`config.mk`:
```
export PLATFORM = sky130hd
export DESIGN_NAME = dcache_ctrl
export DESIGN_NICKNAME = d
export VERILOG_FILES = /design/src/cache_ctrl_pkg.sv /design/src/cache_geom_pkg.sv /design/src/dcache_ctrl.sv
export SDC_FILE = /design/constraint.sdc
export NUM_CORES = 1
export LEC_CHECK = 0
export BUFFER_PORTS_ARGS = -buffer_cell sky130_fd_sc_hd__buf_2
export CORE_AREA = 2 2 98 100
export DETAILED_ROUTE_END_ITERATION = 6
export DIE_AREA = 0 0 100 102
export PLACE_DENSITY_LB_ADDON = 0.05
export SETUP_SLACK_MARGIN = 0.3
export SYNTH_ARGS = -nofsm -noshare
export SYNTH_HDL_FRONTEND = slang
export SYNTH_SLANG_ARGS = --single-unit
```
`constraint.sdc`:
```
create_clock -name clk -period 3.9 [get_ports clk]
set_clock_uncertainty 0.05 [all_clocks]
set_input_delay 0.195 -clock clk [delete_from_list [all_inputs] [get_ports clk]]
set_output_delay 0.195 -clock clk [all_outputs]
set_load 0.005 [all_outputs]
```
`src/cache_ctrl_pkg.sv`:
```
package cache_ctrl_pkg;

	typedef enum logic {
		OP_READ,
		OP_WRITE
	} cpu_op_t;

	// controller states, write-back before refill on a dirty miss
	typedef enum logic [3:0] {
		IDLE, TAG_CHECK, EVICT, WB_REQ, WB_DATA, RF_REQ,
		RF_DATA, REFILL, WRITE_HIT, READ_HIT, RESPOND
	} ctrl_state_t;

endpackage

```
`src/cache_geom_pkg.sv`:
```
package cache_geom_pkg;

	// four ways of eight sets, 32-byte lines
	localparam int NUM_WAYS = 4;
	localparam int NUM_SETS = 8;
	localparam int SET_W = 3;
	// address split is tag 31..8, set 7..5, word 4..2
	localparam int TAG_W = 24;
	localparam int WORD_W = 32;
	localparam int WORDS_PER_LINE = 8;
	localparam int WORD_IDX_W = 3;
	localparam int LINE_W = WORD_W * WORDS_PER_LINE;

	typedef logic [SET_W-1:0] set_idx_t;
	typedef logic [TAG_W-1:0] tag_t;
	typedef logic [WORD_IDX_W-1:0] word_idx_t;
	// word 0 sits in the low 32 bits
	typedef logic [LINE_W-1:0] line_t;
	// bit n stands for way n
	typedef logic [NUM_WAYS-1:0] way_mask_t;

endpackage
```
`src/dcache_ctrl.sv`:
```
module dcache_ctrl (
	input logic clk,
	input logic rst,
	input logic cpu_req_valid,
	input cache_ctrl_pkg::cpu_op_t cpu_req_op,
	input logic [31:0] cpu_req_addr,
	input logic [31:0] cpu_req_wdata,
	input logic [3:0] cpu_req_wstrb,
	output logic cpu_req_ready,
	output logic cpu_rsp_valid,
	input logic cpu_rsp_ready,
	output logic mem_rd_req_valid,
	output logic [31:0] mem_rd_req_addr,
	input logic mem_rd_req_ready,
	output logic mem_wr_req_valid,
	output logic [31:0] mem_wr_req_addr,
	input logic mem_wr_req_ready,
	input logic hit,
	input cache_geom_pkg::way_mask_t hit_way,
	input cache_geom_pkg::way_mask_t victim_way,
	input cache_geom_pkg::tag_t sel_tag,
	input logic sel_dirty,
	input logic wb_done,
	input logic rf_done,
	output cache_geom_pkg::set_idx_t set_idx,
	output cache_geom_pkg::tag_t req_tag,
	output cache_geom_pkg::word_idx_t word_idx,
	output cache_geom_pkg::way_mask_t sel_way,
	output logic write_word,
	output logic [31:0] wdata,
	output logic [3:0] wstrb,
	output logic refill_en,
	output logic touch_en,
	output logic wb_start,
	output logic rf_start
);
	import cache_geom_pkg::*;
	import cache_ctrl_pkg::*;

	ctrl_state_t state;
	ctrl_state_t next_state;
	cpu_op_t req_op;
	logic [31:0] req_addr;

	// hold the accepted request for the whole transaction
	always_ff @(posedge clk) begin
		if (cpu_req_valid && cpu_req_ready) begin
			req_op <= cpu_req_op;
			req_addr <= cpu_req_addr;
			wdata <= cpu_req_wdata;
			wstrb <= cpu_req_wstrb;
		end
	end

	assign req_tag = req_addr[31 -: TAG_W];
	assign set_idx = req_addr[5 +: SET_W];
	assign word_idx = req_addr[2 +: WORD_IDX_W];

	always_ff @(posedge clk) begin
		if (rst) begin
			state <= IDLE;
			sel_way <= '0;
		end else begin
			state <= next_state;
			// hit way on a hit, otherwise the victim, so EVICT sees its dirty bit
			if (state == TAG_CHECK && hit) begin
				sel_way <= hit_way;
			end else if (state == TAG_CHECK || state == EVICT) begin
				sel_way <= victim_way;
			end
		end
	end

	always_comb begin
		next_state = state;
		case (state)
			IDLE: if (cpu_req_valid) next_state = TAG_CHECK;
			TAG_CHECK: begin
				if (!hit) begin
					next_state = EVICT;
				end else begin
					next_state = (req_op == OP_WRITE) ? WRITE_HIT : READ_HIT;
				end
			end
			// clean victims skip straight to the refill
			EVICT: next_state = sel_dirty ? WB_REQ : RF_REQ;
			WB_REQ: if (mem_wr_req_ready) next_state = WB_DATA;
			WB_DATA: if (wb_done) next_state = RF_REQ;
			RF_REQ: if (mem_rd_req_ready) next_state = RF_DATA;
			RF_DATA: if (rf_done) next_state = REFILL;
			REFILL: next_state = (req_op == OP_WRITE) ? WRITE_HIT : READ_HIT;
			WRITE_HIT: next_state = IDLE;
			READ_HIT: next_state = RESPOND;
			RESPOND: if (cpu_rsp_ready) next_state = IDLE;
			default: next_state = IDLE;
		endcase
	end

	assign cpu_req_ready = (state == IDLE);
	assign cpu_rsp_valid = (state == RESPOND);
	assign mem_wr_req_valid = (state == WB_REQ);
	assign mem_rd_req_valid = (state == RF_REQ);
	// both burst addresses are line aligned
	assign mem_wr_req_addr = {sel_tag, set_idx, 5'b0};
	assign mem_rd_req_addr = {req_tag, set_idx, 5'b0};
	assign wb_start = mem_wr_req_valid && mem_wr_req_ready;
	assign rf_start = mem_rd_req_valid && mem_rd_req_ready;
	assign refill_en = (state == REFILL);
	assign write_word = (state == WRITE_HIT);
	assign touch_en = (state == READ_HIT) || (state == WRITE_HIT);

endmodule

```
**Yosys cells after proc, flatten, opt, wreduce, memory -nomap -nowiden**

Index checks and enable logic that the tools add are counted.

- Register bits after elaboration: 77
- Latch bits: 0
- Memory bits (writable): 0
- Bits in read-only memories: 0
- Input port bits: 111
- Logic and storage cells: 43
- Memories kept: 0

- $add $sub $neg: 0
- Multiply operators: 0
- Div/mod/pow operators: 0
- Order comparisons: 0
- Eq/ne operators: 16
- Shifts and indexed selects: 0
- Muxes and demuxes: 12
- Bitwise logic cells: 0
- Reductions and logical operators: 9

Operators with widths:

| operator | number |
|---|---|
| one-hot mux 4 bit (10 select lines) | 1 |
| two-way mux 4 bit | 9 |
| == test 4 x 3 -> 1 bit, second input constant | 4 |
| == test 4 bit, second input constant | 3 |
| == test 4 x 2 -> 1 bit, second input constant | 2 |
| inequality test 2 x 1 -> 1 bit, second input constant | 3 |
| inequality test 2 bit, second input constant | 3 |
| AND reduction 6 bit | 1 |
| == test 4 x 1 -> 1 bit, second input constant | 1 |
| logical AND 1 bit | 4 |
| logical NOT 4 bit | 1 |
| two-way mux 3 bit | 1 |
| logical OR 1 bit | 2 |
| nonzero test 2 bit | 1 |
| two-way mux 1 bit | 1 |

**Depth between registers and ports, before layout**

- Depth in word-level cells: 4
- Depth in mapped cells: 6

**Least setup slack after synthesis**

No wires, ideal clock.

- Kind: reg-to-reg
- Start point: register state[1]
- End point: register req_addr[10] (enable)
- Setup time: 0.432 ns
- Data arrival time: 2.540 ns
- Data required time: 3.418 ns
- Path slack: 0.878 ns
- Stages on the path, launching flop included: 5
- Path buffers: 2
- Period minus slack after synthesis: 3.022 ns
- Path through: dfxtp_1 buf_6 buf_4 nor4_1 and2_1

- Word-level cells in the longest chain between the ends: 2

Ends and longest elaborated chain:

| what | line | text |
|---|---|---|
| from (decl) | dcache_ctrl.sv:40 | `ctrl_state_t state;` |
| from (signal assigned) | dcache_ctrl.sv:64 | `state <= next_state;` |
| logical NOT 4 bit | dcache_ctrl.sv:99 | `assign cpu_req_ready = (state == IDLE);` |
| via cpu_req_ready | dcache_ctrl.sv:9 | `output logic cpu_req_ready,` |
| logical AND 1 bit | dcache_ctrl.sv:47 | `if (cpu_req_valid && cpu_req_ready) begin` |
| to (signal assigned) | dcache_ctrl.sv:49 | `req_addr <= cpu_req_addr;` |
| to (decl) | dcache_ctrl.sv:43 | `logic [31:0] req_addr;` |

The timed path passes the listed nets, and every way through them passes these cells.
A chain may end at the register's enable or synchronous reset.

**Worst setup path in the final report**

- Start point: register state[3]
- End point: register wdata[31] (enable)

- Word-level cells in the longest chain between the ends: 2

Ends and longest elaborated chain:

| what | line | text |
|---|---|---|
| logical NOT 4 bit | dcache_ctrl.sv:99 |  |
| logical AND 1 bit | dcache_ctrl.sv:47 |  |
| to (signal assigned) | dcache_ctrl.sv:50 | `wdata <= cpu_req_wdata;` |
| to (decl) | dcache_ctrl.sv:30 | `output logic [31:0] wdata,` |

Every way passes these cells.

==> qor.yml <==
outcome:
  status: "complete, no violations"
hold_path:
  hold_class: "input pin to flop"
pwr:
  post-layout-total-power_uw: 2710
  peakVddDrop_mv: 0.222
  p_sw_uw: 801
  comb_power_share: 0.285
  powerDensity_mw_per_mm2: 581
  switching_share: 0.296
  p_leak_uw: 0.00207
  p_seq_frac: 0.477
  p_int_uw: 1910
  clkPwrFrac: 0.237
timing:
  finalHoldViolCount: 0
  fin_tns_setup_ns: 0
  tightest_slew_ns: 0.720
  setup_viol: 0
  hold_ws_ns: 0.133
  rsz0062_at_grt: "no"
  layout_setup_ws_ns: 1.69
  finalCriticalPeriod_ns: 2.21
  slew_violations: 0
  post-route-period-util: 0.567
  maxSlewHeadroom: 0.520
  max_freq_ghz: 0.452
global_route:
  antenna_found_initial: 0
  grt-ovfl-total: 0
  grt_max_degree: 39
  grt_pass1_wl_um: 10600
  track_usage: 0.137
  grt_pass1_vias: 2104
synthesis:
  synth_cells: 212
  synth_area_mm2: 0.00314
  synth_top_flop_cell: "edfxtp_1"
  synth.mux.area_fraction: 0.0191
  ys_types: 36
  synth_compound_gate_area_share: 0.0450
  synth-edff-count: 67
  yosys.area_share.simple: 0.0717
  synth_seq_cells: 75
  yosys_warnings: 0
  synthArstFlopShare: 0
  synthXorXnorAreaFrac: 0.00279
  synth_top_family_by_area: "buffers and inverters"
  synth_seq_area_share: 0.691
  synthAdderAreaFrac: 0
  avgSynthCellArea_um2: 14.8
clock_network:
  h-tree-depth: 3
  clk_pin_slew_worst_paths_ns: 0.08
  cts.sinks: 75
  cts_root_buf: "clkbuf_8"
  cts_tree: "yes"
  cts_buffer_depth: 2
  numCtsBuffers: 9
  insertion_delay_ns: 0.33
  cts.repair.resized: 0
floorplanning:
  core-area_mm2: 0.00911
  io_pins: 254
  die_area_mm2: 0.0102
  row_count: 35
  die_h_um: 102
  die_x_um: 100
  start_util: 0.345
route:
  wirelength_um: 7620
  viasPerCell: 4.32
  firstDrtPassIters: 4
  drtAntennaViolNets: 0
  vias: 2323
  first_iter_violations: 52
  drc: 0
  routedWlPerCell_um: 14.2
finish:
  diodes: 0
  fin_area_mm2: 0.00466
  drive_gt1_frac: 0.501
  fin_nets: 533
  syn_to_final_growth_pct: 48.3
critical_path:
  cp_slowest_cell: "and2_2"
  startpoint_type: "flop"
  worstSetupPathType: "flop to flop"
  cp.arrival_ns: 2.19
  slowest_delay_ns: 0.68
  endpoint_kind: "flop"
  crit_path_max_fanout: 38
  path_cells: "nor4_1 -> and2_2 -> buf_12"
  critPathRequiredTime_ns: 3.88
placement:
  pre_cts_ws_ns: 1.65
  place_area_mm2: 0.00377
  portBuffers: 193
  gp_congestion: 0.730
  hpwl_um: 5450
flow_run:
  cap_violations: 0
## final cells by class
cell class / instances / area, um2
fillers: 809 / 4450
flip-flops and latches: 75 / 2170
repair buffers: 261 / 1660
multi-input cells: 74 / 474
well taps: 111 / 139
clock buffers: 10 / 128
clock inverters: 6 / 87.6
inverters: 1 / 3.75
## layer usage
layer  global-route usage  share of wire
met5                    0              0
met4               0.0632          0.014
met3               0.0424          0.085
met2                0.230           0.50
met1                0.162           0.40
## kinds of logic (layout without fill, tap and decap cells)
logic type,after synthesis,in the layout
compound gates,20,20
other cells,1,10
mux,6,6
flops,75,75
simple gates,37,37
xor+xnor,1,1
buf+inv,72,278
## path summary, 6_finish.rpt
| path | startpoint | end | slack [ns] | cells after the start |
|---|---|---|---|---|
| hold reg to reg | sel_way[2]$_SDFFE_PP0P_ | sel_way[2]$_SDFFE_PP0P_ | 0.45 | 2 |
| setup reg to reg | state[3]$_SDFFE_PP0P_ | wdata[31]$_DFFE_PP_ | 1.69 | 3 |
| setup / recovery | state[3]$_SDFFE_PP0P_ | wdata[31]$_DFFE_PP_ | 1.69 | 3 |
| hold / removal | rst | sel_way[0]$_SDFFE_PP0P_ | 0.13 | 2 |
## state kept, by name, indices dropped and copies added, names as in the netlist
register,count
req_addr,30
req_op,1
sel_way,4
state,4
wdata,32
wstrb,4
## placed cells by master (no fill, tap or decap), drive strengths merged, types with 3 or more instances in the layout
master,n
clkbuf,10
nand2,3
conb,10
o21ai,4
buf,194
mux2i,6
a211oi,5
a21oi,4
edfxtp,67
nor3b,5
nor2,10
dfxtp,8
and2,4
clkinv,3
nand2b,3
dlygate4sd3,67
## per-stage QoR
step                instances  utilization
CTS                       538        0.512
floorplan                 221            -
finish                    538        0.512
global placement          455        0.414
detailed placement        455        0.414
global route              538        0.512
## cell usage after synthesis, drive strengths merged (3+ instances only)
master / number / area share
edfxtp: 67 / 0.64
nand2b: 3 / 0.0060
nor3b: 5 / 0.012
nor2: 10 / 0.012
a211oi: 5 / 0.014
o21ai: 4 / 0.0064
dfxtp: 8 / 0.051
mux2i: 6 / 0.019
nand2: 3 / 0.0036
buf: 71 / 0.17
and2: 4 / 0.0080
a21oi: 4 / 0.0064
## worst max-delay path, delay by kind of cell (launching register included)
family | cells | cell delay, ns
buffers and inverters | 1 | 0.31
flip-flops | 1 | 0.47
AND/OR/NAND/NOR | 2 | 1.05
## power groups by stage
stage                     clock network (uW)  registers, uW  logic, uW
after global routing                     698           1320        860
after global placement                     0           1300        741
final                                    643           1290        773
after detailed placement                   0           1310        734
after CTS                                670           1300        789
after floorplan                            0           1310        478
## repair_timing
action                    4_1_cts  5_1_grt
hold buffers                   67        0
hold endpoints to repair       67        0
setup buffers                   0        0
Power figures use the tool's default switching activity.
