### src/cache_geom_pkg.sv
package cache_geom_pkg;

	// four ways of eight sets, 32-byte lines
	localparam int NUM_WAYS = 4;
	localparam int NUM_SETS = 8;
	localparam int SET_W = 3;
	// address split is tag 31..8, set 7..5, word 4..2
	localparam int TAG_W = 24;
	localparam int WORD_W = 32;
	localparam int WORDS_PER_LINE = 8;
	localparam int WORD_IDX_W = 3;
	localparam int LINE_W = WORD_W * WORDS_PER_LINE;

	typedef logic [SET_W-1:0] set_idx_t;
	typedef logic [TAG_W-1:0] tag_t;
	typedef logic [WORD_IDX_W-1:0] word_idx_t;
	// word 0 sits in the low 32 bits
	typedef logic [LINE_W-1:0] line_t;
	// bit n stands for way n
	typedef logic [NUM_WAYS-1:0] way_mask_t;

endpackage
### src/plru_replacer.sv
module plru_replacer (
	input logic clk,
	input logic rst,
	input cache_geom_pkg::set_idx_t set_idx,
	input cache_geom_pkg::way_mask_t valid_ways,
	input logic touch_en,
	input cache_geom_pkg::way_mask_t sel_way,
	output cache_geom_pkg::way_mask_t victim_way
);
	import cache_geom_pkg::*;

	// bit 0 picks the pair, bit 1 within ways 0/1, bit 2 within ways 2/3
	logic [2:0] plru_q [NUM_SETS];
	logic [2:0] cur_bits;
	logic touch_low_pair;

	assign cur_bits = plru_q[set_idx];
	assign touch_low_pair = sel_way[0] | sel_way[1];

	always_comb begin
		victim_way = '0;
		if (&valid_ways) begin
			// tree walk once every way holds a line
			if (cur_bits[0]) begin
				victim_way = cur_bits[2] ? 4'b1000 : 4'b0100;
			end else begin
				victim_way = cur_bits[1] ? 4'b0010 : 4'b0001;
			end
		end else begin
			// scan down so the lowest invalid way wins
			for (int w = NUM_WAYS - 1; w >= 0; w--) begin
				if (!valid_ways[w]) begin
					victim_way = '0;
					victim_way[w] = 1'b1;
				end
			end
		end
	end

	// point the tree away from the way just used
	always_ff @(posedge clk) begin
		if (rst) begin
			for (int s = 0; s < NUM_SETS; s++) begin
				plru_q[s] <= '0;
			end
		end else if (touch_en) begin
			plru_q[set_idx][0] <= touch_low_pair;
			if (touch_low_pair) begin
				plru_q[set_idx][1] <= sel_way[0];
			end else begin
				plru_q[set_idx][2] <= sel_way[2];
			end
		end
	end

endmodule

### config.mk
export PLATFORM = sky130hd
export DESIGN_NAME = plru_replacer
export DESIGN_NICKNAME = d
export VERILOG_FILES = /design/src/cache_geom_pkg.sv /design/src/plru_replacer.sv
export SDC_FILE = /design/constraint.sdc
export NUM_CORES = 1
export LEC_CHECK = 0
export ABC_AREA = 1
export BUFFER_PORTS_ARGS = -buffer_cell sky130_fd_sc_hd__buf_2
export CORE_MARGIN = 1
export CORE_UTILIZATION = 60
export DETAILED_ROUTE_END_ITERATION = 10
export PLACE_DENSITY = 0.82
export SLEW_MARGIN = 20
export SYNTH_ARGS = -nofsm -noshare
export SYNTH_HDL_FRONTEND = slang
export SYNTH_SLANG_ARGS = --single-unit
### constraint.sdc
create_clock -name clk -period 2.1 [get_ports clk]
set_clock_uncertainty 0.2 [all_clocks]
set_input_delay 0.42 -clock clk [delete_from_list [all_inputs] [get_ports clk]]
set_output_delay 0.42 -clock clk [all_outputs]
set_load 0.005 [all_outputs]
After elaboration in Yosys (flattened, before gate mapping)
Memories as Yosys holds them, arrays and structs flattened.
Index checks and enable logic that the tools add are counted.
Widths: inputs -> output; s select.
{"block": "op_classes", "add_sub_neg": 0, "n_mul": 0, "div_mod_pow": 0, "magnitude_cmp": 0, "n_eq_ne": 0, "n_shift": 0, "mux": 24, "n_bitwise": 1, "n_reduce_logical": 2}
{"op": "$mux 4", "count": 7}
{"op": "$mux 1", "count": 13}
{"op": "$mux 3", "count": 3}
{"op": "$reduce_and 4->1", "count": 1}
{"op": "$reduce_or 3->1", "count": 1}
{"op": "$mux 2", "count": 1}
{"op": "$or 1x1->1", "count": 1}
{"block": "word_totals", "regBits": 0, "latch_bits": 0, "ramBits": 24, "rom_bits": 0, "in_bits": 14, "output_inout_bits": 4, "wordCells": 28, "n_memories": 1}
{"name": "plru_q", "words": 8, "width": 3, "read_ports": 1, "rd_ports_with_merged_regs": 0, "wr": 8, "line_no": "plru_replacer.sv:13", "source": "logic [2:0] plru_q [NUM_SETS];"}

Logic depth before layout (Yosys ltp)
Gate-level depths: netlist of the first run.
{"block": "logic_depth", "depth_word": 7, "mapped_depth": 9, "ltp_nobuf": 9}

Worst setup path before layout of the first run
OpenSTA, ideal clock, no wires.
{"block": "synth_timing", "kind": "input port to output port", "startpoint": "input port set_idx[0]", "endpoint": "output port victim_way[0]", "arrival_ps": 1100, "required_time_ps": 1480, "setup_slack_ps": 380, "stages": 8, "n_path_buf": 1, "cell_sequence": "inv_2 -> buf_6 -> nand2_1 -> nand3_1 -> nand2_1 -> nor2_1 -> nand2_1 -> o21bai_1"}
{"block": "synth_between", "elab_chain_cells": 4}
{"item": "from (decl)", "line_no": "plru_replacer.sv:4", "source": "input cache_geom_pkg::set_idx_t set_idx,"}
{"item": "$mem_v2 8x3 (*)"}
{"item": "$mux 2", "line_no": "plru_replacer.sv:27", "source": "victim_way = cur_bits[1] ? 4'b0010 : 4'b0001;"}
{"item": "$mux 4 (*)", "line_no": "plru_replacer.sv:24", "source": "if (cur_bits[0]) begin"}
{"item": "$mux 4 (*)", "line_no": "plru_replacer.sv:22", "source": "if (&valid_ways) begin"}
{"item": "to (decl)", "line_no": "plru_replacer.sv:8", "source": "output cache_geom_pkg::way_mask_t victim_way"}
Mark *: on every way between the ends. The rest lies on a longest branch, timed or not.

Worst setup path in the final report of the first run
{"block": "layout_timing", "startpoint": "memory plru_q[0][0]", "endpoint": "output port victim_way[0]"}
{"block": "layout_between", "elab_chain_cells": 3}
{"item": "from (decl)", "line_no": "plru_replacer.sv:13"}
{"item": "$mem_v2 8x3"}
{"item": "$mux 4", "line_no": "plru_replacer.sv:24"}
{"item": "$mux 4", "line_no": "plru_replacer.sv:22"}
No other way between the ends.

==> key figures, run 1 <==
Outcome
  • Status: finished, final reports clean

Drt
  • WL per Instance: about 13 µm
  • DR vias/cell: 5.52
  • Iteration-0 DRC Markers: 50
  • ANT nets after route: 0
  • Vias: ~1.5k
  • DR pass1 iterations: 4
  • DRC errors left: 0
  • DRT Wirelength: ~3500 µm

Global routing
  • Grt peak-use layer: met2
  • Initial antenna violation count: 0
  • Grt met3 use: between 1.5 and 2%
  • Largest net degree at the start of global routing: 25
  • Global-route wire length before repair: 5180 µm
  • Met2 GRT Util: 47.7%
  • Total track usage: a little over a quarter
  • Number of global-route vias before repair: approximately 1.2k
  • GRT met1 Usage: 31.9%
  • Gr ovfl total: 0

Floorplan
  • # IOs: 18
  • Die Wd: between 50 and 60 µm
  • Starting Density: between 60% and 70%
  • Core area: 2480 µm²
  • Row Count: 18
  • Die area: 2840 µm²
  • Die H: between 50 and 60 µm

Setup path
  • CP Max Fanout: 3
  • CP endpoint kind: output pin
  • Setup crit start kind: flop
  • Critical Path AT: 1420 ps
  • Required time of the critical path: 1480 ps
  • Kind of critical path: flop to output pin

Finish
  • Regs by FF count: plru_q: 24 flops
  • # nets final: around 250
  • Commonest cells after routing, fill and taps aside: nand2_1 (57), inv_1 (34), nor2_1 (26), edfxtp_1 (24), o21ai_0 (16)
  • Finished Cell Area: roughly 1800 µm²
  • Commonest non-fill, non-tap cell in the layout: nand2_1
  • Antenna diodes: 0
  • Area Overhead vs Synth: 14.5%
  • Most flops, register: plru_q
  • Finished Layout Cells: ~270
  • Number of flip-flops in the largest register: 24
  • Fraction of layout cells with a size suffix above 1: between 20% and 30%
  • Fill cells: roughly 190

CTS
  • CTS Hold Bufs: 0
  • CTS clk-pin slew, worst paths: approximately 140 ps
  • Clock Path Buffers: 2
  • TritonCTS buffer count: 3
  • Num Clock Sinks: 24
  • CTS tree: built
  • H-tree Lvls: 1
  • Root buf cell: clkbuf_4

Power
  • Net load switching power: 0.281 mW
  • Sequential share of power: a little under 60%
  • Lkg Pwr: 0.846 nW
  • Int Power: between 0.6 and 0.7 mW
  • Power consumption: about 0.97 mW
  • VDD IR max: approximately 0.00045 V
  • Power per cell area: 539 nW/µm²
  • Logic pwr share: about a fifth
  • Switching share of power: ~29%
  • Clock share of power: 22.7%

Synth
  • Register area share after synthesis: 45.7%
  • Synth Warn #: 0
  • Syn avg cell area: approximately 7.3 µm²
  • Syn Nets: 229
  • Asr flop ratio synth: 0%
  • Most used flip-flop cell after synthesis: edfxtp_1
  • Cell Area, Synth: between 1500 and 2000 µm²
  • Synth Instances: 215
  • Post-synth EDFFs: 24
  • Synthesized flop and latch total: 24
  • Synth cell types: 21

Placed design
  • Placer Congestion: 0.854
  • I/O Buffers: 16
  • Placed insts: 261
  • Placed cell area: 1710 µm²
  • Dpl hpwl: between 2000 and 2500 µm

STA
  • Fin. max-slew vios: 0
  • Tmin final: 2040 ps
  • Fmax: 490 MHz
  • RSZ-0062 raised after global routing: true
  • Slew HR: between 70% and 80%
  • Slew @ Worst Pin: around 400 ps
  • Final Hold Viols: 0
  • Setup violations, final: 0
  • Final period util: roughly 97%

Hold path
  • Worst Hold Class: input pin to flop

Run
  • Max-Cap Viols: 0
[power groups by stage]
stage | clock network (mW) | registers [mW] | logic, mW
after global routing | 0.227 | 0.568 | 0.209
after CTS | 0.217 | 0.565 | 0.172
after global placement | 0 | 0.574 | 0.159
after floorplan | 0 | 0.572 | 0.116
after detailed placement | 0 | 0.575 | 0.168
final | 0.221 | 0.565 | 0.188
[synthesized netlist by cell type (all sizes together) (3+ instances only)]
cell,count,area share (%)
nand3,19,6.3
edfxtp,24,46
nand4,4,1.6
nor3,8,2.5
o21ai,16,5.1
nand2,62,15
nor2,35,10
clkbuf,5,2.5
inv,36,8.6
buf,3,1.3
[layer usage]
layer	share of wire [%]	wire, µm
met3	5.6	197
met4	1.4	50
met2	54	1890
met5	0	0
met1	39	1350
[through the flow]
stage / hold WS [ps] / TNS, ps / setup WS, ps / util (%)
floorplan: 479 / 0 / 380 / -
global placement: 659 / 0 / 4.75 / 68.9
detailed placement: 668 / -74.6 / -48.2 / 68.9
CTS: 325 / 0 / 13.4 / 70.3
global route: 358 / -58.6 / -32.6 / 72.9
finish: 324 / 0 / 58.3 / 72.9
[final timing paths]
kind | startpoint | end | slack [ps] | cells past startpoint
worst max-delay path | plru_q[0][0]$_SDFFCE_PN0P_ | victim_way[0] | 60 | 8
worst min-delay path | sel_way[0] | plru_q[1][1]$_SDFFCE_PN0P_ | 320 | 3
[kinds of logic (layout without fill, tap and decap cells)]
group	after synthesis	in the layout	share of synthesized area, %
compound gates	17	17	5.55
buf+inv	45	67	12.6
flops	24	24	45.7
simple gates	129	129	36.2
[cell type report]
class | instances | area [µm²] | share of cell area [%]
clock inverter | 1 | 3.75 | 0.208
inverter | 37 | 144 | 7.96
tap | 30 | 37.5 | 2.08
timing repair buffer | 26 | 175 | 9.70
clock buffer | 3 | 22.5 | 1.25
multi-input combinational | 146 | 703 | 38.9
sequential | 24 | 721 | 39.9
[timing repair]
action / CTS / global route
cloned: 0 / 0
endpoints found under the setup margin: 3 / 4
pin swaps: 0 / 10
resized for setup: 3 / 15
buffers inserted: 0 / 2
[critical path, cell delays in order, from the launching register on]
cell and delay (ps):
edfxtp_1 450, nand2_1 90, nand2_1 50, nand2_1 60, nand2_1 50, nand2_1 70
nand2_2 80, o21bai_1 120, buf_2 120
Power figures use the tool's default switching activity.
==> run 2, diff against run 1 <==
--- a/config.mk
+++ b/config.mk
@@ -8,9 +8,9 @@
 export ABC_AREA = 1
 export BUFFER_PORTS_ARGS = -buffer_cell sky130_fd_sc_hd__buf_2
 export CORE_MARGIN = 1
-export CORE_UTILIZATION = 60
+export CORE_UTILIZATION = 57
 export DETAILED_ROUTE_END_ITERATION = 10
-export PLACE_DENSITY = 0.82
+export PLACE_DENSITY = 0.78
 export SLEW_MARGIN = 20
 export SYNTH_ARGS = -nofsm -noshare
 export SYNTH_HDL_FRONTEND = slang
==> constraint.sdc (replaced) <==
create_clock -name clk -period 2.25 [get_ports clk]
set_clock_uncertainty 0.2 [all_clocks]
set_input_delay 0.45 -clock clk [delete_from_list [all_inputs] [get_ports clk]]
set_output_delay 0.45 -clock clk [all_outputs]
set_load 0.005 [all_outputs]
==> key figures, run 2 (synthesized netlist as in run 1, its figures left out) <==
Setup path
  • Required time of the critical path: around 1600 ps
  • CP Max Fanout: 17
  • Crit-path cells: buf_2 -> buf_12 -> nand2_1 -> nand3_1 -> nand2_1 -> nor2_1 -> nor2_1 -> nand2_1 -> nand2_1 -> buf_2
  • CP endpoint kind: output pin
  • Top Family by Delay on Critical Path: simple AND/OR/NAND/NOR gates
  • Critical path buffers and inverters: 3
  • Slowest CP cell: nor2_1
  • Kind of critical path: input pin to output pin
  • CP peak stage delay: about 200 ps
  • Setup crit start kind: input pin
  • Critical Path AT: approximately 1500 ps
  • Critical path depth: 10
  • Most used cell, CP: nand2_1

Finish
  • Regs by FF count: plru_q: 24 flops
  • Most flops, register: plru_q
  • Antenna diodes: 0
  • Finished Layout Cells: ~260
  • Commonest cells after routing, fill and taps aside: nand2_1 (60), inv_1 (34), nor2_1 (31), edfxtp_1 (24), nand3_1 (18)
  • # nets final: 248
  • Number of flip-flops in the largest register: 24
  • Fraction of layout cells with a size suffix above 1: about 15%
  • Area Overhead vs Synth: 9.28%
  • Core Util, Final: approximately two thirds
  • Commonest non-fill, non-tap cell in the layout: nand2_1

STA
  • Setup TNS: 0 ps
  • Setup violations, final: 0
  • Slew HR: between 70% and 80%
  • Tmin final: about 2100 ps
  • Hold slack final: 321 ps
  • Slew @ Worst Pin: ~440 ps
  • RSZ-0062 raised after global routing: false
  • Final period util: around 94%
  • Final Hold Viols: 0
  • Fin. max-slew vios: 0
  • Fmax: roughly 470 MHz

Floorplan
  • Die Wd: ~55 µm
  • Starting Density: 62.0%
  • Core area: 2540 µm²
  • Die area: around 3000 µm²
  • Row Count: 18
  • Die H: about 55 µm
  • # IOs: 18

CTS
  • TritonCTS buffer count: 3
  • CTS tree: built
  • H-tree Lvls: 1
  • CTS clk-pin slew, worst paths: between 100 and 150 ps
  • Root buf cell: clkbuf_4
  • Total setup buffers inserted after CTS: 0
  • Clock Path Buffers: 2
  • Num Clock Sinks: 24
  • CTS Hold Bufs: 0

Drt
  • DR pass1 iterations: 4
  • DRC errors left: 0
  • WL per Instance: between 10 and 15 µm
  • ANT nets after route: 0
  • DR vias/cell: 5.32
  • Iteration-0 DRC Markers: 44
  • DRT Wirelength: between 3000 and 4000 µm
  • Vias: approximately 1.4k

Outcome
  • Status: finished, final reports clean

Global routing
  • Gr ovfl total: 0
  • Total track usage: about a quarter
  • Largest net degree at the start of global routing: 18
  • Initial antenna violation count: 0
  • Number of global-route vias before repair: 1143
  • Global-route wire length before repair: a little under 5000 µm

Run
  • Max-Cap Viols: 0

Power
  • Power consumption: a little under 0.9 mW
  • Power per cell area: 512 nW/µm²
  • Lkg Pwr: 0.817 nW
  • VDD IR max: ~0.00052 V

Placed design
  • Dpl hpwl: about 2400 µm
  • Placer Congestion: ~0.8
  • Placed insts: about 260
  • I/O Buffers: 16

Hold path
  • Hold path cells: 3
  • Worst Hold Class: input pin to flop
[run 2: cell types whose count changed in the layout (fill, tap and decap cells not counted)]
cell and delta:
inv_6 -1, nand2_2 -3, nor2_4 -2, nor2_1 +5, clkbuf_4 -1, nand2_1 +3, inv_4 +1, buf_2 +2
nor2_2 -3, nand3_1 +3, nand3_2 -3, buf_4 -5
[run 2: layout make-up]
class                   count  area (µm²)
fillers                   226         821
flip-flops and latches     24         721
repair buffers             22         140
multi-input cells         146         658
clock buffers               3        22.5
clock inverters             1        3.75
inverters                  37         141
well taps                  30        37.5
[run 2: worst paths after layout]
kind	from	endpoint	slack, ps
setup / recovery	set_idx[0]	victim_way[3]	140
hold / removal	sel_way[1]	plru_q[7][0]$_SDFFCE_PN0P_	320
[run 2: stage by stage]
step / setup WS (ps) / area (µm²)
6_report: 140 / 1720
5_1_grt: 4.39 / 1720
4_1_cts: 76.9 / 1720
3_5_place_dp: 77.4 / 1690
3_3_place_gp: 96.3 / 1690
2_1_floorplan: 470 / 1580
[run 2: what timing repair did]
action	4_1_cts	5_1_grt
resized for setup	0	3
setup endpoints to repair	0	4
hold endpoints to repair	0	0
[run 2: metal layers]
| layer | global-route usage [%] | share of wire (%) | up-vias |
|---|---|---|---|
| met2 | 41.8 | 49 | 55 |
| met3 | 3.33 | 6.6 | 5 |
| met4 | 7.69 | 1.5 | 0 |
| met5 | 0 | 0 | - |
| li1 | - | - | 719 |
| met1 | 30.1 | 43 | 619 |
[run 2: report_power, final]
group          internal (mW)  switching, mW  leakage, nW
registers              0.518        0.00895        0.229
logic                 0.0534          0.103        0.573
clock network         0.0653          0.135       0.0154
total                  0.636          0.247        0.817
==> run 3, diff against run 2 <==
--- a/config.mk
+++ b/config.mk
@@ -7,10 +7,12 @@
 export LEC_CHECK = 0
 export ABC_AREA = 1
 export BUFFER_PORTS_ARGS = -buffer_cell sky130_fd_sc_hd__buf_2
-export CORE_MARGIN = 1
+export CAP_MARGIN = 10
+export CORE_MARGIN = 5
 export CORE_UTILIZATION = 57
 export DETAILED_ROUTE_END_ITERATION = 10
 export PLACE_DENSITY = 0.78
+export REMOVE_ABC_BUFFERS = 1
 export SLEW_MARGIN = 20
 export SYNTH_ARGS = -nofsm -noshare
 export SYNTH_HDL_FRONTEND = slang
==> key figures, run 3 (synthesized netlist as in run 1, its figures left out) <==
Outcome
  • Status: finished, final reports clean

STA
  • Setup violations, final: 0
  • Final Hold Viols: 0
  • Fin. max-slew vios: 0
  • Slew HR: 69.9%
  • Setup TNS: 0 ps
  • Slew @ Worst Pin: around 450 ps
  • Fmax: about 480 MHz
  • RSZ-0062 raised after global routing: false
  • Final setup margin: 146 ps
  • Tmin final: between 2000 and 2500 ps
  • Final period util: between 90 and 100%

CTS
  • CTS Hold Bufs: 0
  • Clock Path Buffers: 2
  • Total setup buffers inserted after CTS: 0
  • CTS clk-pin slew, worst paths: approximately 130 ps
  • Root buf cell: clkbuf_4
  • Num Clock Sinks: 24
  • CTS tree: built
  • TritonCTS buffer count: 3
  • CTS-repair resized insts: 0
  • H-tree Lvls: 1

Setup path
  • CP endpoint kind: output pin
  • Critical path depth: 10
  • Critical Path AT: approximately 1500 ps
  • Slowest CP cell: buf_2
  • CP Max Fanout: 9
  • Kind of critical path: input pin to output pin
  • Critical path buffers and inverters: 3
  • CP peak stage delay: approximately 240 ps
  • Setup crit start kind: input pin
  • Required time of the critical path: approximately 1600 ps
  • Crit path from: set_idx[1]
  • Crit-path cells: buf_2 -> inv_1 -> nor2_1 -> nand3_1 -> nand2_1 -> nor2_1 -> nor2_1 -> nand2_1 -> nand2_1 -> buf_2
  • Top Family by Delay on Critical Path: simple AND/OR/NAND/NOR gates

Hold path
  • Worst Hold Class: input pin to flop
  • Hold_sp: sel_way[2]
  • Hold path cells: 3

Finish
  • Commonest cells after routing, fill and taps aside: nand2_1 (60), inv_1 (34), nor2_1 (31), edfxtp_1 (24), nand3_1 (18)
  • # nets final: 251
  • Core Util, Final: around 64%
  • Most flops, register: plru_q
  • Fraction of layout cells with a size suffix above 1: roughly 16%
  • Fill cells: 247
  • Finished Layout Cells: roughly 270
  • Antenna diodes: 0
  • Number of flip-flops in the largest register: 24
  • Area Overhead vs Synth: 9.83%
  • Commonest non-fill, non-tap cell in the layout: nand2_1
  • Regs by FF count: plru_q: 24 flops

Drt
  • WL per Instance: roughly 11 µm
  • DR vias/cell: 5.09
  • DR pass1 iterations: 4
  • DRT Wirelength: a little under 3000 µm
  • Iteration-0 DRC Markers: approximately 60
  • ANT nets after route: 0
  • Vias: approximately 1.4k
  • DRC errors left: 0

Floorplan
  • Starting Density: 58.2%
  • Die H: ~63 µm
  • # IOs: 18
  • Core area: 2710 µm²
  • Die Wd: 62.6 µm
  • Row Count: 19
  • Die area: between 3000 and 4000 µm²

Power
  • Power consumption: ~0.87 mW
  • Lkg Pwr: ~0.83 nW
  • VDD IR max: between 0.0004 and 0.0005 V
  • Power per cell area: 501 nW/µm²

Placed design
  • Dpl hpwl: roughly 2300 µm
  • Placed insts: ~260
  • I/O Buffers: 16
  • Pre-CTS WS: ~87 ps
  • Placer Congestion: ~0.8

Global routing
  • Initial antenna violation count: 0
  • Total track usage: 15.8%
  • Largest net degree at the start of global routing: 17
  • Global-route wire length before repair: about 5200 µm
  • Gr ovfl total: 0
  • Number of global-route vias before repair: around 1.2k

Run
  • Max-Cap Viols: 0
-- run 3: final cells by class --
| class | count | area (µm²) | share of cell area [%] |
|---|---|---|---|
| Clock buffer | 3 | 22.5 | 1.30 |
| Multi-Input combinational cell | 146 | 658 | 38.0 |
| Timing Repair Buffer | 25 | 148 | 8.52 |
| Tap cell | 31 | 38.8 | 2.24 |
| Clock inverter | 1 | 3.75 | 0.217 |
| Inverter | 37 | 141 | 8.16 |
| Sequential cell | 24 | 721 | 41.6 |
-- run 3: layer usage --
layer	track usage [%]	share of wire (%)	vias to the layer above
met5	0	0	-
met2	24.6	46	30
met4	6.63	0.91	0
met1	22.1	49	595
met3	2.16	5.0	2
li1	-	-	732
-- run 3: worst paths after layout --
path	end	slack (ps)
max	victim_way[3]	150
min	plru_q[0][2]$_SDFFCE_PN0P_	400
-- run 3: per-stage QoR --
step	hold slack (ps)	instance area, µm²
floorplan	509	1520
detailed placement	733	1700
CTS	397	1730
finish	396	1730
global route	407	1730
global placement	724	1700
-- run 3: power by group --
part / internal [mW] / total [mW] / switching [mW]
clock: 0.0647 / 0.188 / 0.124
combinational: 0.0536 / 0.154 / 0.100
sequential: 0.518 / 0.525 / 0.00780
total: 0.636 / 0.867 / 0.232
