--- config.mk ---
export PLATFORM = sky130hd
export DESIGN_NAME = line_transfer
export DESIGN_NICKNAME = d
export VERILOG_FILES = /design/src/cache_geom_pkg.sv /design/src/line_transfer.sv
export SDC_FILE = /design/constraint.sdc
export NUM_CORES = 1
export LEC_CHECK = 0
export BUFFER_PORTS_ARGS = -buffer_cell sky130_fd_sc_hd__buf_4
export CORE_AREA = 5 5 227 229
export CTS_BUF_LIST = sky130_fd_sc_hd__clkbuf_4 sky130_fd_sc_hd__clkbuf_8
export DETAILED_ROUTE_END_ITERATION = 7
export DIE_AREA = 0 0 232 234
export MAX_ROUTING_LAYER = met4
export PLACE_DENSITY = 0.71
export SLEW_MARGIN = 15
export SYNTH_ARGS = -nofsm -noshare
export SYNTH_HDL_FRONTEND = slang
export SYNTH_SLANG_ARGS = --single-unit
--- constraint.sdc ---
create_clock -name clk -period 11.9 [get_ports clk]
set_clock_uncertainty 0.1 [all_clocks]
set_input_delay 3.57 -clock clk [delete_from_list [all_inputs] [get_ports clk]]
set_output_delay 3.57 -clock clk [all_outputs]
set_load 0.02 [all_outputs]
--- src/cache_geom_pkg.sv ---
package cache_geom_pkg;

	// four ways of eight sets, 32-byte lines
	localparam int NUM_WAYS = 4;
	localparam int NUM_SETS = 8;
	localparam int SET_W = 3;
	// address split is tag 31..8, set 7..5, word 4..2
	localparam int TAG_W = 24;
	localparam int WORD_W = 32;
	localparam int WORDS_PER_LINE = 8;
	localparam int WORD_IDX_W = 3;
	localparam int LINE_W = WORD_W * WORDS_PER_LINE;

	typedef logic [SET_W-1:0] set_idx_t;
	typedef logic [TAG_W-1:0] tag_t;
	typedef logic [WORD_IDX_W-1:0] word_idx_t;
	// word 0 sits in the low 32 bits
	typedef logic [LINE_W-1:0] line_t;
	// bit n stands for way n
	typedef logic [NUM_WAYS-1:0] way_mask_t;

endpackage
--- src/line_transfer.sv ---
module line_transfer (
	input logic clk,
	input logic rst,
	input logic wb_start,
	input cache_geom_pkg::line_t wb_line,
	input logic mem_wr_data_ready,
	output logic mem_wr_data_valid,
	output logic [cache_geom_pkg::WORD_W-1:0] mem_wr_data,
	output logic mem_wr_data_last,
	output logic wb_done,
	input logic rf_start,
	input logic mem_rd_rsp_valid,
	input logic [cache_geom_pkg::WORD_W-1:0] mem_rd_rsp_data,
	input logic mem_rd_rsp_last,
	output logic mem_rd_rsp_ready,
	output cache_geom_pkg::line_t refill_line,
	output logic rf_done
);
	import cache_geom_pkg::*;

	logic wb_active;
	word_idx_t wb_cnt;
	line_t wb_shift;
	logic wb_beat;
	logic rf_active;
	logic rf_beat;

	assign wb_beat = wb_active && mem_wr_data_ready;
	assign rf_beat = rf_active && mem_rd_rsp_valid;

	// write-back side sends the low word and shifts down per accepted beat
	assign mem_wr_data_valid = wb_active;
	assign mem_wr_data = wb_shift[WORD_W-1:0];
	assign mem_wr_data_last = wb_active && (wb_cnt == word_idx_t'(WORDS_PER_LINE - 1));
	assign mem_rd_rsp_ready = rf_active;

	always_ff @(posedge clk) begin
		if (rst) begin
			wb_active <= 1'b0;
			wb_cnt <= '0;
			wb_done <= 1'b0;
			rf_active <= 1'b0;
			rf_done <= 1'b0;
		end else begin
			// done flags trail the last beat by one cycle
			wb_done <= wb_beat && mem_wr_data_last;
			rf_done <= rf_beat && mem_rd_rsp_last;
			if (wb_start) begin
				wb_active <= 1'b1;
				wb_cnt <= '0;
			end else if (wb_beat) begin
				wb_cnt <= wb_cnt + 1'b1;
				wb_active <= !mem_wr_data_last;
			end
			if (rf_start) begin
				rf_active <= 1'b1;
			end else if (rf_beat && mem_rd_rsp_last) begin
				rf_active <= 1'b0;
			end
		end
	end

	always_ff @(posedge clk) begin
		if (wb_start) begin
			wb_shift <= wb_line;
		end else if (wb_beat) begin
			wb_shift <= {{WORD_W{1'b0}}, wb_shift[LINE_W-1:WORD_W]};
		end
		// beats enter at the top so the first one ends up in word 0
		if (rf_beat) begin
			refill_line <= {mem_rd_rsp_data, refill_line[LINE_W-1:WORD_W]};
		end
	end

endmodule

### After elaboration in Yosys (flattened, before gate mapping)

Cells that the tools add are included.

| operators by class | value |
|---|---|
| shift-type cells | 0 |
| $mul | 0 |
| bitwise logic cells | 0 |
| $add $sub $neg | 1 |
| div/mod/pow operators | 0 |
| $lt $le $gt $ge | 0 |
| equality and inequality tests | 1 |
| multiplexer cells | 6 |
| reduce and logical (&&, ||, !) cells | 9 |

Operators with widths:

| cell | number |
|---|---|
| $mux W256 | 2 |
| $logic_and A1 B1 Y1 | 5 |
| $mux W1 | 4 |
| $reduce_bool A2 Y1 | 2 |
| $add A3 B1 Y3 const B | 1 |
| $eq A3 B3 Y1 const B | 1 |
| $reduce_or A2 Y1 | 1 |
| $logic_not A1 Y1 | 1 |

| storage, ports and cells | value |
|---|---|
| memories kept | 0 |
| bits in latches | 0 |
| RAM bits | 0 |
| word-level logic and storage cells | 24 |
| memory bits (read-only) | 0 |
| register bits after elaboration | 519 |

### Depth between registers and ports, before layout

Gate-level depths: netlist of run 1.

| logic depth | value |
|---|---|
| depth in word-level cells | 5 |
| gate-level depth with buffers | 4 |
| mapped depth without buffers | 4 |

### Worst setup path before layout of run 1

No wires, ideal clock.

| path | value |
|---|---|
| kind | input -> register |
| start point | input mem_rd_rsp_valid |
| end point | register rf_done |
| path slack | 1.716 ns |
| data arrival time | 9.988 ns |
| data required time | 11.705 ns |
| library setup time | 0.095 ns |
| cell stages on the path | 2 |
| path buffers | 0 |
| cell sequence | and2_1 > and3b_1 |

| on the way | value |
|---|---|
| longest elaborated chain between the ends | 2 |

RTL lines:

| element | RTL line | text |
|---|---|---|
| start: declaration | line_transfer.sv:12 | `input logic mem_rd_rsp_valid,` |
| $logic_and A1 B1 Y1 | line_transfer.sv:29 | `assign rf_beat = rf_active && mem_rd_rsp_valid;` |
| $logic_and A1 B1 Y1 | line_transfer.sv:47 | `rf_done <= rf_beat && mem_rd_rsp_last;` |
| end signal: assignment | line_transfer.sv:47 |  |
| end: declaration | line_transfer.sv:17 | `output logic rf_done` |

Every way passes these cells.
A chain may end at the register's enable or synchronous reset.

### Worst setup path after layout of run 1

| path | value |
|---|---|
| start point | input wb_start |
| end point | register wb_shift[10], data pin |

| on the way | value |
|---|---|
| longest elaborated chain between the ends | 1 |

RTL lines:

| element | RTL line | text |
|---|---|---|
| start: declaration | line_transfer.sv:4 | `input logic wb_start,` |
| $mux W256 | line_transfer.sv:64 | `if (wb_start) begin` |
| end signal: assignment | line_transfer.sv:65 | `wb_shift <= wb_line;` |
| end signal: assignment | line_transfer.sv:67 | `wb_shift <= {{WORD_W{1'b0}}, wb_shift[LINE_W-1:WORD_W]};` |
| end: declaration | line_transfer.sv:23 | `line_t wb_shift;` |

Every way passes these cells.

==> results.py, run 1 <==
metrics = {
    "floorplanning": {
        "die_w_um": 232,
        "ios": 588,
        "die_h_um": 234,
        "fp.coreArea_um2": 49500,
        "die_area_um2": 54300,
        "initial_core_util": 0.396,
        "row_count": 82,
    },
    "clock_tree": {
        "cts_hold_buffers": 0,
        "cts_root_buf": "clkbuf_8",
        "cts_buffer_depth": 3,
        "worstSkewPairLatency_ps": 640,
        "cts_tree": "done",
        "cts.sinks": 519,
        "ctsHtreeMaxLevel": 3,
        "cts.repair.resized": 0,
        "postCtsSetupRepairBufs": 0,
        "cts_made_buffers": 87,
        "path_clk_slew_ps": 60,
    },
    "placement": {
        "gp_congestion": 0.832,
        "preCtsSetupSlack_ps": 5200,
        "io_buffers": 587,
        "dp.cells": 2060,
        "placed_cell_area_um2": 24400,
        "dp_hpwl_um": 34600,
    },
    "run_status": {
        "status": "finished clean",
    },
    "setup_path": {
        "required_ps": 12160,
        "cp-end-kind": "flip-flop",
        "startpoint": "wb_start",
        "path_class": "input pin to flip-flop",
        "reg2reg_from": "mem_wr_data_valid",
        "crit_fanout": 79,
        "critPathArrivalTime_ps": 6330,
        "cp-start-kind": "input pin",
        "r2r_end": "wb_shift[106]",
        "reg2reg_depth": 2,
        "ff2ff_setup_slack_ps": 9160,
    },
    "routing": {
        "wirelength_um": 47800,
        "wl_per_cell_um": 21.5,
        "drc": 0,
        "ant_nets": 0,
        "first_iter_violations": 679,
        "via_per_inst": 4.47,
        "drtPass1Iterations": 5,
        "vias": 9932,
    },
    "synthesis": {
        "synthTopCellsByArea": "edfxtp_1, mux2_4, mux2_2",
        "syn_area_um2": 19600,
        "syn_inst": 859,
        "yosys_most_used_dff": "edfxtp_1",
        "ys_seq_elements": 519,
        "synth_seq_area_share": 0.792,
        "synth_nets": 1156,
        "async_flop_share": 0,
        "yosys.cell_types.count": 21,
        "netlist.top_cell.by_area": "edfxtp_1",
        "synth_top_area_share": 0.785,
        "avgSynthCellArea_um2": 22.8,
        "synth_edf_count": 512,
        "yosysWarnings": 0,
    },
    "timing": {
        "max_freq_mhz": 165,
        "slew_headroom": 0.287,
        "worst_pin_slew_ps": 1070,
        "maxSlewViolCount": 0,
        "setup_tns_ps": 0,
        "fin_ws_ps": 5830,
        "hold_viol": 0,
        "fin_crit_ps": 6070,
        "fin_crit_sh": 0.510,
        "rsz0062_at_grt": "false",
        "setup_violations": 0,
    },
    "grt": {
        "grt_max_degree": 188,
        "grt_pass1_wl_um": 65600,
        "grt_pass1_vias": 10200,
        "gr-total-overflow": 0,
        "antenna_found_initial": 4,
        "grtUsageTotal": 0.169,
    },
    "job": {
        "cap_viol_max_count": 0,
    },
    "pwr": {
        "p_leak_nw": 10.5,
        "peakVddDrop_mv": 0.100,
        "power.density_nw_per_um2": 157,
    },
    "hold_path": {
        "whs_endpoint": "refill_line[14]",
        "hp-class": "flip-flop to flip-flop",
        "min_from": "refill_line[46]",
        "whs_path_depth": 0,
    },
    "layout": {
        "stdcell_count": 2222,
        "drive_gt1_frac": 0.622,
        "mostFrequentLayoutCell": "buf_4",
        "area_growth_pct": 33.2,
        "final_cell_mix": "buf_4, edfxtp_1, mux2_4",
        "design_area_um2": 26100,
        "nets": 1774,
        "final_core_util": 0.528,
        "fill_cells": 3935,
    },
}
[metal layers]
metal  GRT usage  routed length, um  vias up  part of all wire
li1            -                  -     4594                 -
met1       0.204              18600     4883              0.39
met2       0.268              24300      379              0.51
met3      0.0562               3880       76             0.081
met4      0.0606               1070        0             0.022
met5           -                  0        -                 0
[critical path, stage by stage]
cell	delay, ps
buf_8	490
buf_4	810
buf_4	890
mux2_2	430
[flip-flops by register name, summed over array words and instances, names as in the netlist]
register,cells
rf_done,1
wb_shift,256
mem_rd_rsp_ready,1
refill_line,256
wb_done,1
mem_wr_data_valid,1
wb_cnt,3
[logic make-up after synthesis]
family | synth area share
adders and majority gates | 0.00128
muxes | 0.162
AOI/OAI and AO/OA | 0.00447
and+or+nand+nor | 0.0130
DFF | 0.792
buffers and inverters | 0.0269
[final cells by class]
cell class,count,area (um2),area share
antenna,3,7.51,0.000288
tap,672,841,0.0322
timing repair buffer,592,4480,0.172
sequential,519,15500,0.595
multi-input combinational,277,3560,0.136
clock buffer,121,1480,0.0569
clock inverter,38,204,0.00782
[per-stage QoR]
stage | hold slack, ps | power, mW
CTS | 342 | 4.14
global placement | 333 | 2.60
global route | 346 | 4.26
detailed placement | 334 | 2.61
floorplan | 415 | 2.46
finish | 340 | 4.09
[report_power, final]
part / switching [mW] / internal [mW]
clock network: 0.710 / 0.813
logic: 0.162 / 0.208
registers: 0.0450 / 2.15
total: 0.917 / 3.17
[worst max path at each step]
| stage | cells past startpoint | slack (ps) | to |
|---|---|---|---|
| final | 4 | 5830 | wb_shift[10] |
| after floorplan | 2 | 1720 | rf_done |
| after global routing | 4 | 5780 | wb_shift[9] |
| after CTS | 4 | 5910 | wb_shift[10] |
| after detailed placement | 4 | 5200 | wb_shift[10] |
| after global placement | 4 | 5260 | wb_shift[12] |
[synthesized netlist by cell type, drive strengths merged (2+ instances only)]
cell	n
and2	34
a21boi	2
mux2	224
edfxtp	512
ha	2
clkbuf	4
and3b	2
o21ba	2
buf	59
nand3	2
a21oi	3
a21bo	3
dfxtp	7
No activity file was read; power rests on OpenSTA's default activity.
==> run 2: changes to the inputs <==
Settings changed: PLACE_DENSITY 0.71 to 0.74.
Clock period 11.9 ns to 5.2 ns, I/O delays scaled along.
==> run 2 against run 1 <==
Routed wire length is 2.4% higher. Sequential power is 130% higher. Sequential share of layout area is 0.39 points lower. Via count is 0.88% higher. Global-route usage is 0.59 points higher. Register-to-register slack worse by 5900 ps. Clock power is 140% higher. Critical endpoint is now mem_wr_data_last. Largest cell class unchanged. Largest power group unchanged.
==> results.py, run 2 (synthesis gave the netlist of run 1 again) <==
metrics = {
    "layout": {
        "mostFrequentLayoutCell": "buf_4",
        "multiInputGateArea_um2": 3560,
        "nets": 1779,
        "final_cell_mix": "buf_4, edfxtp_1, mux2_4",
        "area_growth_pct": 34.0,
        "largest_registers": "refill_line: 256 flops, wb_shift: 256 flops, wb_cnt: 3 flops",
        "register_area_um2": 15500,
        "design_area_um2": 26300,
        "drive_gt1_frac": 0.623,
        "fill_cells": 4004,
    },
    "placement": {
        "placed_cell_area_um2": 24500,
        "io_buffers": 587,
        "gp_congestion": 0.839,
        "dp_hpwl_um": 35900,
    },
    "clock_tree": {
        "cts_made_buffers": 86,
        "worstSkewPairLatency_ps": 660,
        "cts_buffer_depth": 3,
        "cts_tree": "done",
        "postCtsSetupRepairBufs": 0,
        "cts_hold_buffers": 0,
        "cts.sinks": 519,
        "ctsHtreeMaxLevel": 3,
        "path_clk_slew_ps": 60,
        "cts_root_buf": "clkbuf_8",
        "cts.repair.resized": 0,
    },
    "timing": {
        "maxSlewViolCount": 0,
        "worst_pin_slew_ps": 749,
        "max_freq_mhz": 300,
        "setup_tns_ps": 0,
        "fin_crit_sh": 0.642,
        "holdWs_ps": 348,
        "setup_violations": 0,
        "slew_headroom": 0.500,
        "hold_viol": 0,
        "fin_crit_ps": 3340,
        "rsz0062_at_grt": "false",
    },
    "floorplanning": {
        "fp.coreArea_um2": 49500,
        "initial_core_util": 0.396,
        "ios": 588,
        "die_w_um": 232,
        "die_area_um2": 54300,
        "row_count": 82,
        "die_h_um": 234,
    },
    "routing": {
        "vias": 10000,
        "first_iter_violations": 666,
        "ant_nets": 0,
        "drtPass1Iterations": 5,
        "wirelength_um": 48900,
        "drc": 0,
        "wl_per_cell_um": 22.0,
        "via_per_inst": 4.49,
    },
    "hold_path": {
        "hp-class": "flip-flop to flip-flop",
        "whs_path_depth": 0,
        "whs_endpoint": "refill_line[123]",
        "min_from": "refill_line[155]",
    },
    "job": {
        "cap_viol_max_count": 0,
    },
    "pwr": {
        "power.density_nw_per_um2": 361,
        "pwr-share-comb": 0.090,
        "share_seq_of_total_power": 0.530,
        "p_leak_nw": 10.6,
        "netSwitchingFraction": 0.223,
        "p_int_mw": 7.37,
        "peakVddDrop_mv": 0.253,
        "p_switching_mw": 2.11,
        "clockPowerShare": 0.380,
    },
    "setup_path": {
        "path_class": "flip-flop to output port",
        "ff2ff_setup_slack_ps": 3230,
        "reg2reg_depth": 2,
        "reg2reg_from": "mem_rd_rsp_ready",
        "cp-start-kind": "flip-flop",
        "critPathArrivalTime_ps": 1680,
        "r2r_end": "refill_line[9]",
        "cp-end-kind": "output port",
        "crit_fanout": 3,
        "required_ps": 3540,
    },
    "grt": {
        "grtUsageTotal": 0.175,
        "grt_pass1_vias": 10700,
        "grt_pass1_wl_um": 67900,
        "gr-total-overflow": 0,
        "antenna_found_initial": 6,
        "grt_max_degree": 132,
    },
    "run_status": {
        "status": "finished clean",
    },
}
-- run 2: worst max-delay path by stage --
| stage | slack (ps) | endpoint | cells after the start | start |
|---|---|---|---|---|
| after detailed placement | 1780 | wb_shift[0] | 3 | wb_start |
| after CTS | 1760 | mem_wr_data_last | 4 | wb_cnt[0] |
| after global placement | 1820 | wb_shift[7] | 3 | wb_start |
| after floorplan | 940 | wb_shift[0] | 4 | wb_start |
| after global routing | 1730 | mem_wr_data_last | 4 | wb_cnt[0] |
| final | 1860 | mem_wr_data_last | 4 | wb_cnt[0] |
-- run 2: metal layers --
metal / share of wire / vias up / global-route usage
li1: - / 4603 / -
met1: 0.38 / 4948 / 0.207
met2: 0.51 / 379 / 0.282
met3: 0.073 / 89 / 0.0519
met4: 0.030 / 0 / 0.0727
met5: 0 / - / -
-- run 2: cell type report --
| class | instances | share of cell area |
|---|---|---|
| antenna | 7 | 0.000667 |
| clock buffer | 118 | 0.0552 |
| clock inverter | 38 | 0.0111 |
| multi-input combinational | 277 | 0.136 |
| sequential | 519 | 0.591 |
| tap | 672 | 0.0320 |
| timing repair buffer | 598 | 0.175 |
-- run 2: stage by stage --
| step | cells | worst slack [ps] | utilization | power, mW |
|---|---|---|---|---|
| after floorplan | 859 | 935 | - | 5.59 |
| after global placement | 2066 | 1820 | 0.495 | 5.95 |
| after detailed placement | 2066 | 1780 | 0.495 | 5.98 |
| after CTS | 2222 | 1760 | 0.531 | 9.62 |
| after global routing | 2228 | 1730 | 0.531 | 9.88 |
| final | 2229 | 1860 | 0.531 | 9.48 |
-- run 2: critical path, cell delays in order (launching register included) --
cell	delay [ps]
dfxtp_1	320
ha_1	200
ha_1	190
and2_1	170
buf_4	160
-- run 2: power groups by stage --
stage / registers [mW] / logic, mW / clock network [mW]
floorplan: 5.15 / 0.441 / 0
global placement: 5.10 / 0.847 / 0
detailed placement: 5.11 / 0.866 / 0
CTS: 5.03 / 0.867 / 3.72
global route: 5.05 / 0.905 / 3.93
finish: 5.02 / 0.855 / 3.60
==> run 3: changes to the inputs <==
Settings changed: PLACE_DENSITY 0.74 to 0.71.
Clock period 5.2 ns to 3.08 ns, I/O delays scaled along.
==> run 3 against run 2 <==
Sequential share of layout area is 0.19 points lower. Core utilization is 0.17 points higher. Non-clock buffer count is 18 higher. Setup slack worse by 1500 ps. Sequential cell count stayed put. Combinational power is 73% higher. Total power is 66% higher. Critical path type unchanged. Largest cell class unchanged.
==> results.py, run 3 (synthesis gave the netlist of run 1 again) <==
metrics = {
    "timing": {
        "rsz0062_at_grt": "false",
        "maxSlewViolCount": 0,
        "worst_pin_slew_ps": 614,
        "fin_ws_ps": 391,
        "slew_headroom": 0.591,
        "holdWs_ps": 339,
        "max_freq_mhz": 372,
        "fin_crit_ps": 2690,
        "fin_crit_sh": 0.873,
        "hold_viol": 0,
        "setup_violations": 0,
    },
    "placement": {
        "dp_hpwl_um": 36800,
        "io_buffers": 587,
        "gp_congestion": 0.840,
        "preCtsSetupSlack_ps": 688,
    },
    "pwr": {
        "clockPowerShare": 0.368,
        "p_leak_nw": 10.7,
        "p_int_mw": 12.2,
        "share_seq_of_total_power": 0.538,
        "netSwitchingFraction": 0.224,
        "peakVddDrop_mv": 0.457,
        "pwr-share-comb": 0.094,
        "power.density_nw_per_um2": 597,
        "p_switching_mw": 3.52,
        "power_mw": 15.7,
    },
    "layout": {
        "fill_cells": 3961,
        "multiInputGateArea_um2": 3560,
        "area_growth_pct": 34.5,
        "mostFrequentLayoutCell": "buf_4",
        "largest_registers": "refill_line: 256 flops, wb_shift: 256 flops, wb_cnt: 3 flops",
        "drive_gt1_frac": 0.627,
        "final_cell_mix": "buf_4, edfxtp_1, mux2_4",
        "final_core_util": 0.533,
        "nets": 1795,
        "register_area_um2": 15500,
    },
    "grt": {
        "grtUsageTotal": 0.175,
        "antenna_found_initial": 9,
        "gr-total-overflow": 0,
        "grt_pass1_vias": 10700,
        "grt_max_degree": 76,
        "grt_pass1_wl_um": 67900,
    },
    "floorplanning": {
        "row_count": 82,
        "die_area_um2": 54300,
        "die_h_um": 234,
        "fp.coreArea_um2": 49500,
        "ios": 588,
        "initial_core_util": 0.396,
        "die_w_um": 232,
    },
    "setup_path": {
        "cp_slowest_cell": "dfxtp_1",
        "cp-end-kind": "output port",
        "crit_chain": "ha_1, ha_1, and2_1, buf_4",
        "cpPeakStageDelay_ps": 320,
        "critPathArrivalTime_ps": 1660,
        "reg2reg_depth": 2,
        "path_class": "flip-flop to output port",
        "crit_top_cell": "ha_1",
        "cp-start-kind": "flip-flop",
        "required_ps": 2060,
        "crit_fanout": 3,
    },
    "clock_tree": {
        "cts.sinks": 519,
        "path_clk_slew_ps": 60,
        "cts.repair.resized": 0,
        "ctsHtreeMaxLevel": 3,
        "postCtsSetupRepairBufs": 0,
        "cts_made_buffers": 84,
        "cts_buffer_depth": 3,
        "cts_tree": "done",
        "cts_hold_buffers": 0,
        "worstSkewPairLatency_ps": 650,
        "cts_root_buf": "clkbuf_8",
    },
    "hold_path": {
        "whs_path_depth": 0,
        "hp-class": "flip-flop to flip-flop",
    },
    "run_status": {
        "status": "finished clean",
    },
    "job": {
        "cap_viol_max_count": 0,
    },
    "routing": {
        "drc": 0,
        "via_per_inst": 4.54,
        "first_iter_violations": 536,
        "vias": 10200,
        "wirelength_um": 48900,
        "ant_nets": 0,
        "wl_per_cell_um": 21.8,
        "drtPass1Iterations": 5,
    },
}
[run 3: cell count changes in the layout (fill, tap and decap cells not counted), sizes merged]
cell,before,now
clkinv,30,23
clkbuf,118,117
diode,7,9
buf,598,616
inv,4,5
bufinv,3,1
[run 3: path summary, 6_finish.rpt]
path	startpoint	slack, ps	to
hold reg to reg	refill_line[194]	340	refill_line[162]
setup reg to reg	mem_wr_data_valid	1330	wb_shift[13]
setup / recovery	wb_cnt[0]	390	mem_wr_data_last
hold / removal	refill_line[194]	340	refill_line[162]
[run 3: layer usage]
layer / share of wire / routed length, um / vias to the layer above / global-route usage
met3: 0.077 / 3760 / 133 / 0.0542
li1: - / - / 4639 / -
met1: 0.38 / 18700 / 4983 / 0.208
met2: 0.50 / 24200 / 406 / 0.269
met5: 0 / 0 / - / -
met4: 0.044 / 2160 / 0 / 0.0929
[run 3: metrics by stage]
stage                     instances  area, um2  setup TNS [ps]
after floorplan                 859      19600         -149230
after detailed placement       2084      24700               0
after global placement         2084      24700               0
after CTS                      2231      26300               0
after global routing           2240      26300               0
final                          2240      26300               0
[run 3: cell type report]
class	instances	share of cell area
Sequential cell	519	0.589
Timing Repair Buffer	616	0.182
Multi-Input combinational cell	277	0.135
Clock buffer	117	0.0538
Tap cell	672	0.0319
Clock inverter	30	0.00779
Antenna cell	9	0.000855
[run 3: power by group through the flow]
stage	Combinational [mW]	Clock (mW)	Sequential, mW
2_1_floorplan	0.748	0	8.69
3_3_place_gp	1.46	0	8.60
3_5_place_dp	1.50	0	8.62
4_1_cts	1.50	6.00	8.48
5_1_grt	1.56	6.31	8.51
6_report	1.48	5.79	8.47
[run 3: critical path: cells and delay by family (launching register included)]
family                   cells  cell delay (ps)
buffers and inverters        1              160
flip-flops                   1              320
adder cells (fa/ha/maj)      2              390
AND/OR/NAND/NOR              1              170
